**src/mixer_consts.svh**
```systemverilog
`ifndef MIXER_CONSTS_SVH
`define MIXER_CONSTS_SVH

// word and id field widths.
`define MIX_DATA_WIDTH 64
`define MIX_ID_WIDTH 16

// header ids live in the top field of a word.
`define MIX_HEADER_ID 16'hAAAA
`define MIX_ERR_HEADER_ID 16'hAAEE

// footer ids live in the low field of a word.
`define MIX_FOOTER_ID 16'h5555
`define MIX_ERR_FOOTER_ID 16'h55EE

// channel buffer depth in words.
`define MIX_FIFO_DEPTH 16

// free-space count, wide enough for 0 to 16.
`define MIX_LEVEL_WIDTH 5

`endif
```
**src/arb_pkg.sv**
```systemverilog
`default_nettype none

package arb_pkg;

  typedef logic [0:0] chan_t;

  typedef enum logic [1:0] {
    ARB_IDLE,
    ARB_READ,
    ARB_GAP
  } arb_state_t;

  typedef struct packed {
    logic  active;
    logic  first;
    chan_t chan;
  } read_ctl_t;

endpackage

`default_nettype wire

```
**src/frame_pkg.sv**
```systemverilog
`default_nettype none

`include "mixer_consts.svh"

package frame_pkg;

  typedef logic [`MIX_DATA_WIDTH-1:0] word_t;
  typedef logic [`MIX_ID_WIDTH-1:0] frame_id_t;
  typedef logic [`MIX_LEVEL_WIDTH-1:0] level_t;

  // flags are filled when the word enters a channel buffer.
  typedef struct packed {
    word_t data;
    logic  is_header;
    logic  is_footer;
  } fifo_word_t;

  typedef struct packed {
    logic           valid;
    arb_pkg::chan_t chan;
    word_t          data;
  } mix_out_t;

  function automatic logic has_header_id(word_t w);
    frame_id_t id;
    id = w[`MIX_DATA_WIDTH-1 -: `MIX_ID_WIDTH];
    return (id == `MIX_HEADER_ID) || (id == `MIX_ERR_HEADER_ID);
  endfunction

  function automatic logic has_footer_id(word_t w);
    frame_id_t id;
    id = w[`MIX_ID_WIDTH-1:0];
    return (id == `MIX_FOOTER_ID) || (id == `MIX_ERR_FOOTER_ID);
  endfunction

endpackage

`default_nettype wire

```
**src/mixer_top.sv**
```systemverilog
`default_nettype none
`timescale 1ns/100ps

module mixer_top (
  input  wire logic             CLK,
  input  wire logic             RESET,
  input  wire logic             wr_en0,
  input  wire frame_pkg::word_t wr_data0,
  input  wire logic             wr_en1,
  input  wire frame_pkg::word_t wr_data1,
  input  wire logic             ready,
  output frame_pkg::level_t     free0,
  output frame_pkg::level_t     free1,
  output frame_pkg::mix_out_t   out
);

  import frame_pkg::*;
  import arb_pkg::*;

  fifo_word_t head0;
  fifo_word_t head1;
  logic       read_request0;
  logic       read_request1;
  logic       pop0;
  logic       pop1;
  read_ctl_t  read_ctl;

  chan_fifo u_fifo0 (
    .CLK          (CLK),
    .RESET        (RESET),
    .wr_en        (wr_en0),
    .wr_data      (wr_data0),
    .pop          (pop0),
    .head         (head0),
    .read_request (read_request0),
    .free         (free0)
  );

  chan_fifo u_fifo1 (
    .CLK          (CLK),
    .RESET        (RESET),
    .wr_en        (wr_en1),
    .wr_data      (wr_data1),
    .pop          (pop1),
    .head         (head1),
    .read_request (read_request1),
    .free         (free1)
  );

  mix_arbiter u_arb (
    .CLK           (CLK),
    .RESET         (RESET),
    .read_request0 (read_request0),
    .read_request1 (read_request1),
    .head_footer0  (head0.is_footer),
    .head_footer1  (head1.is_footer),
    .ready         (ready),
    .pop0          (pop0),
    .pop1          (pop1),
    .read_ctl      (read_ctl)
  );

  frame_checker u_chk (
    .CLK      (CLK),
    .RESET    (RESET),
    .head0    (head0),
    .head1    (head1),
    .read_ctl (read_ctl),
    .out      (out)
  );

endmodule

`default_nettype wire

```
**src/frame_checker.sv**
```systemverilog
`default_nettype none
`timescale 1ns/100ps

`include "mixer_consts.svh"

module frame_checker (
  input  wire logic                  CLK,
  input  wire logic                  RESET,
  input  wire frame_pkg::fifo_word_t head0,
  input  wire frame_pkg::fifo_word_t head1,
  input  wire arb_pkg::read_ctl_t    read_ctl,
  output frame_pkg::mix_out_t        out
);

  import frame_pkg::*;
  import arb_pkg::*;

  localparam int DW = `MIX_DATA_WIDTH;
  localparam int IW = `MIX_ID_WIDTH;

  localparam frame_id_t ERR_HEADER_ID = `MIX_ERR_HEADER_ID;
  localparam frame_id_t ERR_FOOTER_ID = `MIX_ERR_FOOTER_ID;

  fifo_word_t sel;
  logic       hdr_lost;
  logic       ftr_lost;
  logic       in_hdr;
  word_t      in_data;
  logic       open_q;
  mix_out_t   s0;
  mix_out_t   s1;

  assign sel = (read_ctl.chan == chan_t'(1)) ? head1 : head0;

  // a burst must open with a header.
  assign hdr_lost = read_ctl.active && read_ctl.first && !sel.is_header;
  assign in_hdr   = sel.is_header || hdr_lost;
  assign in_data  = hdr_lost ? {ERR_HEADER_ID, sel.data[DW-IW-1:0]} : sel.data;

  // a header while a packet is open closes the word before it.
  assign ftr_lost = read_ctl.active && sel.is_header && open_q;

  // stage 0, select and header repair.
  always_ff @(posedge CLK) begin
    if (RESET) begin
      s0.valid <= 1'b0;
      open_q   <= 1'b0;
    end else begin
      s0.valid <= read_ctl.active;
      if (read_ctl.active) begin
        if (sel.is_footer) begin
          open_q <= 1'b0;
        end else if (in_hdr) begin
          open_q <= 1'b1;
        end
      end
    end
    s0.chan <= read_ctl.chan;
    s0.data <= in_data;
  end

  // stage 1, footer repair on the word that precedes a header.
  always_ff @(posedge CLK) begin
    if (RESET) begin
      s1.valid <= 1'b0;
    end else begin
      s1.valid <= s0.valid;
    end
    s1.chan <= s0.chan;
    if (ftr_lost) begin
      s1.data <= {s0.data[DW-1:IW], ERR_FOOTER_ID};
    end else begin
      s1.data <= s0.data;
    end
  end

  // stage 2, output register.
  always_ff @(posedge CLK) begin
    if (RESET) begin
      out.valid <= 1'b0;
    end else begin
      out.valid <= s1.valid;
    end
    out.chan <= s1.chan;
    out.data <= s1.data;
  end

  // back to back words after a footer start a new packet.
  a_hdr_after_ftr: assert property (
    @(posedge CLK) disable iff (RESET)
    (out.valid && has_footer_id(out.data)) ##1 out.valid |-> has_header_id(out.data)
  );

endmodule

`default_nettype wire

```
**src/mix_arbiter.sv**
```systemverilog
`default_nettype none
`timescale 1ns/100ps

module mix_arbiter (
  input  wire logic           CLK,
  input  wire logic           RESET,
  input  wire logic           read_request0,
  input  wire logic           read_request1,
  input  wire logic           head_footer0,
  input  wire logic           head_footer1,
  input  wire logic           ready,
  output logic                pop0,
  output logic                pop1,
  output arb_pkg::read_ctl_t  read_ctl
);

  import arb_pkg::*;

  arb_state_t state;
  chan_t      last_chan;
  chan_t      pick;
  logic       first_q;
  logic       cur_footer;

  // when both wait, serve the one not served last.
  always_comb begin
    if (read_request0 && read_request1) begin
      pick = ~last_chan;
    end else if (read_request1) begin
      pick = chan_t'(1);
    end else begin
      pick = chan_t'(0);
    end
  end

  // last_chan also names the channel of the running burst.
  assign cur_footer = (last_chan == chan_t'(1)) ? head_footer1 : head_footer0;

  always_ff @(posedge CLK) begin
    if (RESET) begin
      state     <= ARB_IDLE;
      last_chan <= chan_t'(1);
      first_q   <= 1'b0;
    end else begin
      case (state)
        ARB_IDLE: begin
          // ready only gates the start of a burst.
          if (ready && (read_request0 || read_request1)) begin
            state     <= ARB_READ;
            last_chan <= pick;
            first_q   <= 1'b1;
          end
        end
        ARB_READ: begin
          first_q <= 1'b0;
          if (cur_footer) begin
            state <= ARB_GAP;
          end
        end
        ARB_GAP: begin
          state <= ARB_IDLE;
        end
        default: begin
          state <= ARB_IDLE;
        end
      endcase
    end
  end

  assign pop0 = (state == ARB_READ) && (last_chan == chan_t'(0));
  assign pop1 = (state == ARB_READ) && (last_chan == chan_t'(1));

  assign read_ctl = '{
    active: (state == ARB_READ),
    first:  first_q,
    chan:   last_chan
  };

  a_one_pop: assert property (
    @(posedge CLK) disable iff (RESET)
    !(pop0 && pop1)
  );

  // a burst never reads beyond the last footer stored in its buffer.
  a_pop_has_packet: assert property (
    @(posedge CLK) disable iff (RESET)
    (pop0 || pop1) |-> ((pop0 && read_request0) || (pop1 && read_request1))
  );

endmodule

`default_nettype wire

```
**src/chan_fifo.sv**
```systemverilog
`default_nettype none
`timescale 1ns/100ps

`include "mixer_consts.svh"

module chan_fifo #(
  parameter int DEPTH = `MIX_FIFO_DEPTH
) (
  input  wire logic                CLK,
  input  wire logic                RESET,
  input  wire logic                wr_en,
  input  wire frame_pkg::word_t    wr_data,
  input  wire logic                pop,
  output frame_pkg::fifo_word_t    head,
  output logic                     read_request,
  output frame_pkg::level_t        free
);

  import frame_pkg::*;

  localparam int AW = $clog2(DEPTH);

  typedef logic [AW-1:0] ptr_t;
  typedef logic [AW:0] cnt_t;

  fifo_word_t mem [DEPTH];
  fifo_word_t wr_word;
  ptr_t       wr_ptr;
  ptr_t       rd_ptr;
  cnt_t       count;
  cnt_t       foot_cnt;

  // classify once here so the read side only looks at flags.
  assign wr_word = '{
    data:      wr_data,
    is_header: has_header_id(wr_data),
    is_footer: has_footer_id(wr_data)
  };

  always_ff @(posedge CLK) begin
    if (wr_en) begin
      mem[wr_ptr] <= wr_word;
    end
  end

  always_ff @(posedge CLK) begin
    if (RESET) begin
      wr_ptr   <= '0;
      rd_ptr   <= '0;
      count    <= '0;
      foot_cnt <= '0;
    end else begin
      if (wr_en) begin
        wr_ptr <= wr_ptr + ptr_t'(1);
      end
      if (pop) begin
        rd_ptr <= rd_ptr + ptr_t'(1);
      end
      case ({wr_en, pop})
        2'b10:   count <= count + cnt_t'(1);
        2'b01:   count <= count - cnt_t'(1);
        default: count <= count;
      endcase
      // one count per complete packet waiting.
      foot_cnt <= foot_cnt + cnt_t'(wr_en && wr_word.is_footer)
                           - cnt_t'(pop && head.is_footer);
    end
  end

  // head is shown ahead of the pop.
  assign head         = mem[rd_ptr];
  assign read_request = (foot_cnt != '0);
  assign free         = level_t'(DEPTH - int'(count));

  a_no_pop_empty: assert property (
    @(posedge CLK) disable iff (RESET)
    pop |-> (count != '0)
  );

  a_no_write_full: assert property (
    @(posedge CLK) disable iff (RESET)
    wr_en |-> (count != cnt_t'(DEPTH))
  );

endmodule

`default_nettype wire

```
**config.mk**
```make
export PLATFORM = sky130hd
export DESIGN_NAME = mixer_top
export DESIGN_NICKNAME = d
export VERILOG_FILES = /design/src/arb_pkg.sv /design/src/frame_pkg.sv /design/src/mixer_top.sv /design/src/frame_checker.sv /design/src/mix_arbiter.sv /design/src/chan_fifo.sv
export VERILOG_INCLUDE_DIRS = /design/src
export SDC_FILE = /design/constraint.sdc
export NUM_CORES = 2
export LEC_CHECK = 0
export BUFFER_PORTS_ARGS = -buffer_cell sky130_fd_sc_hd__buf_2
export CAP_MARGIN = 0
export CORE_UTILIZATION = 56
export CTS_CLUSTER_DIAMETER = 50
export CTS_CLUSTER_SIZE = 14
export DETAILED_ROUTE_END_ITERATION = 7
export PLACE_DENSITY = 0.78
export SLEW_MARGIN = 20
export SYNTH_ARGS = -nofsm -noshare
export SYNTH_HDL_FRONTEND = slang
export SYNTH_SLANG_ARGS = --single-unit
```
**constraint.sdc**
```tcl
create_clock -name CLK -period 3.31 [get_ports CLK]
set_clock_uncertainty 0.1 [all_clocks]
set_input_delay 0.4965 -clock CLK [delete_from_list [all_inputs] [get_ports CLK]]
set_output_delay 0.4965 -clock CLK [all_outputs]
set_load 0.02 [all_outputs]
```
# After elaboration in Yosys (flattened, before gate mapping)
# Memories as Yosys holds them, arrays and structs flattened. A register that Yosys moved wholly into a read port is not among the register bits.
# Index checks and enable logic that the tools add are counted.
[totals]
regBits = 239
ramBits = 2112
input_bits = 133
n_memories = 2
[mem_list]
columns = ["name", "depth", "word_bits", "read_ports", "rd_ports_with_merged_regs", "write_ports", "line_no", "text"]
rows = [
  ["u_fifo0.mem", 16, 66, 1, 1, 1, "chan_fifo.sv:26", "fifo_word_t mem [DEPTH];"],
  ["u_fifo1.mem", 16, 66, 1, 1, 1, "chan_fifo.sv:26", ""],
]
[op_classes]
n_addsub = 14
n_eq_ne = 15
mux = 21
n_bitwise = 1
n_reduce_logical = 30
[op_table]
columns = ["cell", "count"]
rows = [
  ["two-way mux 66 bit", 1],
  ["equality test 16 x 15 -> 1 bit (second input constant)", 4],
  ["equality test 16 bit (second input constant)", 4],
  ["case mux 5 bit (2 select lines)", 2],
  ["adder 4 x 1 -> 4 bit (second input constant)", 4],
  ["two-way mux 4 bit", 4],
  ["logical AND 1 bit", 12],
  ["adder 5 x 1 -> 5 bit", 2],
  ["adder 5 x 1 -> 5 bit (second input constant)", 2],
  ["two-way mux 1 bit", 10],
  ["nonzero test 5 bit", 2],
  ["subtractor 5 x 1 -> 5 bit", 2],
  ["subtractor 5 x 1 -> 5 bit (second input constant)", 2],
  ["subtractor 5 bit (first input constant)", 2],
  ["AND reduction 2 bit", 4],
  ["nonzero test 2 bit", 4],
  ["equality test 2 x 1 -> 1 bit (second input constant)", 3],
  ["logical OR 1 bit", 6],
  ["equality test 2 bit (second input constant)", 2],
  ["two-way mux 2 bit", 2],
  ["case mux 2 bit (2 select lines)", 1],
  ["logical NOT 2 bit", 1],
  ["inequality test 2 x 1 -> 1 bit (second input constant)", 1],
  ["inequality test 2 bit (second input constant)", 1],
  ["3 further kinds", 3],
]

# Longest topological paths before layout
[depth]
ltp_word = 6
depth_mapped = 19

# Cells and area by module
# Synthesis repeated with hierarchy kept, for this count alone.
[unflattened]
cells_unflattened = 3889
hier_area_um2 = 86765.7
[modules_own_cells]
columns = ["module", "n_inst", "cells_per_inst", "area_per_inst_um2", "seq_area_each_um2"]
rows = [
  ["chan_fifo (u_fifo1)", 1, 1776, 40776.6, 32150.8],
  ["chan_fifo (u_fifo0)", 1, 1776, 40775.4, 32150.8],
  ["frame_checker", 1, 317, 4996.0, 3983.8],
  ["mix_arbiter", 1, 20, 217.7, 80.1],
]

# Worst setup path after synthesis
# No wires, ideal clock.
[synth_path]
path_kind = "reg2reg"
start = "register (tool-made name)"
end = "register u_fifo0.foot_cnt[4]"
setup_time_ns = 0.070
t_arrival_ns = 3.245
slack_ns = -0.105
path_stages_with_launch = 19
path_buffers = 4
synth_period_minus_slack_ns = 3.415
cell_sequence = "dfxtp_1 buf_6 buf_6 buf_6 buf_4 mux4_2 a22oi_1 nand2_1 and2_1 ha_1 inv_1 ha_1 inv_1 fa_1 inv_1 a21oi_1 nor2_1 or3_1 a21oi_1"
[synth_lines]
columns = ["item", "line_no", "text"]
rows = [
  ["end signal: assignment", "chan_fifo.sv:65", "foot_cnt <= foot_cnt + cnt_t'(wr_en && wr_word.is_footer)"],
  ["end: declaration", "chan_fifo.sv:31", "cnt_t foot_cnt;"],
]

==> metrics.cfg <==
[status]
status = finished, final reports clean

[worst_hold_path]
holdCritStartpoint = wr_data1[0]
hp-class = in -> reg
min_path_cells = 2
hold-path-endpoint = u_fifo1.mem[1][2]

[yosys]
syn_inst = 3638
async_flop_share = 0
ys.flop_type = edfxtp_1
synth_common_cells = edfxtp_1 (2112), mux4_2 (634), dfxtp_1 (247)
synthTopCellsByArea = edfxtp_1 (73%), mux4_2 (16%), dfxtp_1 (5.7%), mux2_2 (0.63%), ha_1 (0.46%)
yosysTopAreaCell = edfxtp_1
ys_seq_area_frac = 0.787
syn_nets = 3807
postSynthRegisterBits = 2359
avgSynthCellArea_um2 = 23.9
yosysUniqueCellTypes = 48
yosysMostFrequentCell = edfxtp_1
yosys_warnings = 0
synth_top_area_share = 0.730
synth_edf_count = 2112
synth_area_um2 = 86900

[critical_path]
crit_slowest_cell = dfxtp_4
worstRegToRegCells = 16
crit_chain = buf_6 -> mux2i_1 -> a221oi_2 -> o21ai_1 -> nand2_2 -> and2_1 -> ha_1 -> inv_1 -> ha_1 -> inv_1 -> fa_2 -> inv_1 -> a21oi_1 -> nor2_1 -> or3_1 -> a21oi_1
critical_path_arrival_ns = 3.81
crit_path_start_kind = register
required_ns = 3.97
crit_path_max_fanout = 6
worst_path_most_repeated_cell = inv_1
r2r_setup_slack_ns = 0.16
end_kind = register
worstReg2RegEnd = u_fifo0.foot_cnt[4]
critPathKind = reg -> reg
slowest_delay_ns = 0.42

[routing]
firstDrtPassIters = 5
wl_met2_um = 102000
vias = 41037
route.detailed.drc = 0
avgRoutedWirePerCell_um = 31.9
wl_met1_um = 75600
drt_iter0_drc = 5078
routed.top_layer = met5
antenna_left = 0
wl_met3_um = 19300
avgViaCountPerCell = 6.47
routed_wl_um = 203000

[place]
placed_cells = 5889
dpl.hpwl_um = 113000
gp_congestion = 0.790
place_area_um2 = 92000
io_buffer_count = 208

[floorplanning]
core-area_um2 = 154000
fp.dieH_um = 396
initial_utilization = 0.564
die_w_um = 396
num_io_pins = 209
rows = 144
die-area_um2 = 157000

[pwr]
pwr-share-clk = 0.334
internal_power_w = 0.0501
seq_power_share = 0.533
leakage_nw = 31.4
comb_power_share = 0.134
power_density_nw_per_um2 = 662
swShare = 0.237
switching_power_w = 0.0156
vdd_drop_max_mv = 0.743

[grt]
grt_pass1_wl_um = 292000
grt_max_degree = 118
track_usage = 0.262
antenna_found_initial = 17
grt_pass1_vias = 42457
overflow = 0

[clock_network]
tritoncts = built
path_clk_slew_ns = 0.07
clock_path_buffers = 3
h-tree-depth = 4
cts_num_sinks = 2359
insertion_delay_ns = 0.85
root_buffer = clkbuf_16
cts_made_buffers = 196

[layout]
area_growth_pct = 14.2
finalInstanceArea_um2 = 99200
layout-drive-gt1-share = 0.316
nets = 4343
fin_util = 0.644
num-fill-cells = 9529
fin_cells = 6346

[sta]
setup_viol = 0
timing.fmax_mhz = 317
rsz0062_at_grt = yes
hold_viol = 0
fin_crit_ns = 3.15
finalCritPeriodShare = 0.952
drv_slew = 0
worst_pin_slew_ns = 1.04
maxSlewHeadroom = 0.305

[job]
drv_cap = 0

-- repair_timing --
item,CTS,global route
endpoints found under the hold margin,2040,0
gates resized for setup,0,9
hold buffers,129,0
setup buffers,0,2
endpoints found under the setup margin,0,4
-- cells by family after synthesis --
group,after synthesis,share of synthesized area
buffers and inverters,202,0.0109
adder cells (fa/ha/maj),36,0.00553
multiplexers,702,0.173
XOR/XNOR,34,0.00343
flip-flops,2359,0.787
AO/OA/AOI/OAI,95,0.00743
AND/OR/NAND/NOR,210,0.0132
-- stage by stage --
| step | total power [W] | setup slack [ns] | setup TNS, ns | hold slack (ns) |
|---|---|---|---|---|
| 6_report | 0.0657 | 0.160 | 0 | 0.0849 |
| 2_1_floorplan | 0.0409 | 0.0111 | 0 | 0.210 |
| 3_3_place_gp | 0.0440 | -0.307 | -0.785 | 0.211 |
| 5_1_grt | 0.0676 | -0.0590 | -0.0590 | 0.0582 |
| 4_1_cts | 0.0660 | 0.0147 | 0 | 0.0111 |
| 3_5_place_dp | 0.0442 | -0.323 | -0.874 | 0.212 |
-- per-layer routing --
metal,vias up,global-route usage
li1,16403,-
met1,21947,0.361
met2,2374,0.429
met3,305,0.0520
met4,8,0.0789
met5,-,0
-- worst max-delay path: cells and delay by family, from the launching register on --
| kind | cells | cell delay [ns] |
|---|---|---|
| flops | 1 | 0.42 |
| compound gates | 4 | 0.58 |
| mux | 1 | 0.30 |
| fa+ha+maj | 3 | 0.64 |
| simple gates | 4 | 0.69 |
| buf+inv | 4 | 0.34 |
-- sequential cells by signal, summed over array words and instances, names as in the netlist, named ones only --
register / count
u_fifo0.mem: 1056
u_fifo1.mem: 1056
u_chk.out: 66
u_chk.s0: 66
u_chk.s1: 66
u_fifo0.count: 5
u_fifo0.foot_cnt: 5
u_fifo1.count: 5
u_fifo1.foot_cnt: 5
u_fifo0.rd_ptr: 4
u_fifo0.wr_ptr: 4
u_fifo1.rd_ptr: 4
u_fifo1.wr_ptr: 4
u_arb.state: 2
u_arb.first_q: 1
u_arb.last_chan: 1
u_chk.open_q: 1
-- area by class of cell --
cell class | count | area, um2 | share of cell area
multi-input cells | 1077 | 17700 | 0.179
repair buffers | 510 | 4560 | 0.0460
diodes | 8 | 20.0 | 0.000202
clock inverters | 35 | 464 | 0.00468
flip-flops and latches | 2359 | 68400 | 0.689
well taps | 2044 | 2560 | 0.0258
inverters | 30 | 115 | 0.00116
clock buffers | 283 | 5370 | 0.0542
-- power groups by stage --
| stage | sequential [W] | combinational (W) | clock (W) |
|---|---|---|---|
| 3_5_place_dp | 0.0355 | 0.00862 | 0 |
| 2_1_floorplan | 0.0356 | 0.00529 | 0 |
| 3_3_place_gp | 0.0355 | 0.00846 | 0 |
| 5_1_grt | 0.0351 | 0.00933 | 0.0232 |
| 6_report | 0.0350 | 0.00878 | 0.0219 |
| 4_1_cts | 0.0350 | 0.00892 | 0.0221 |
-- worst max-delay path by stage --
stage | endpoint | slack, ns
floorplan | u_fifo0.foot_cnt[4] | 0.01
global placement | u_fifo1.foot_cnt[4] | -0.31
detailed placement | u_fifo1.foot_cnt[4] | -0.32
CTS | u_fifo0.foot_cnt[4] | 0.01
global route | u_fifo0.foot_cnt[4] | -0.06
finish | u_fifo0.foot_cnt[4] | 0.16
-- cell usage in the layout, fill, tap and decap left out, types with 21 or more instances in the layout --
| cell type | n |
|---|---|
| dlygate4sd3_1 | 129 |
| clkbuf_16 | 202 |
| clkbuf_1 | 79 |
| inv_1 | 29 |
| nand2_1 | 27 |
| buf_12 | 74 |
| dfxtp_1 | 239 |
| ha_1 | 32 |
| buf_2 | 208 |
| mux2_2 | 49 |
| o22ai_1 | 21 |
| nor2_1 | 55 |
| and2_4 | 32 |
| buf_4 | 98 |
| a22oi_1 | 24 |
| edfxtp_1 | 2112 |
| mux4_2 | 634 |
No activity file was read; power rests on OpenSTA's default activity.
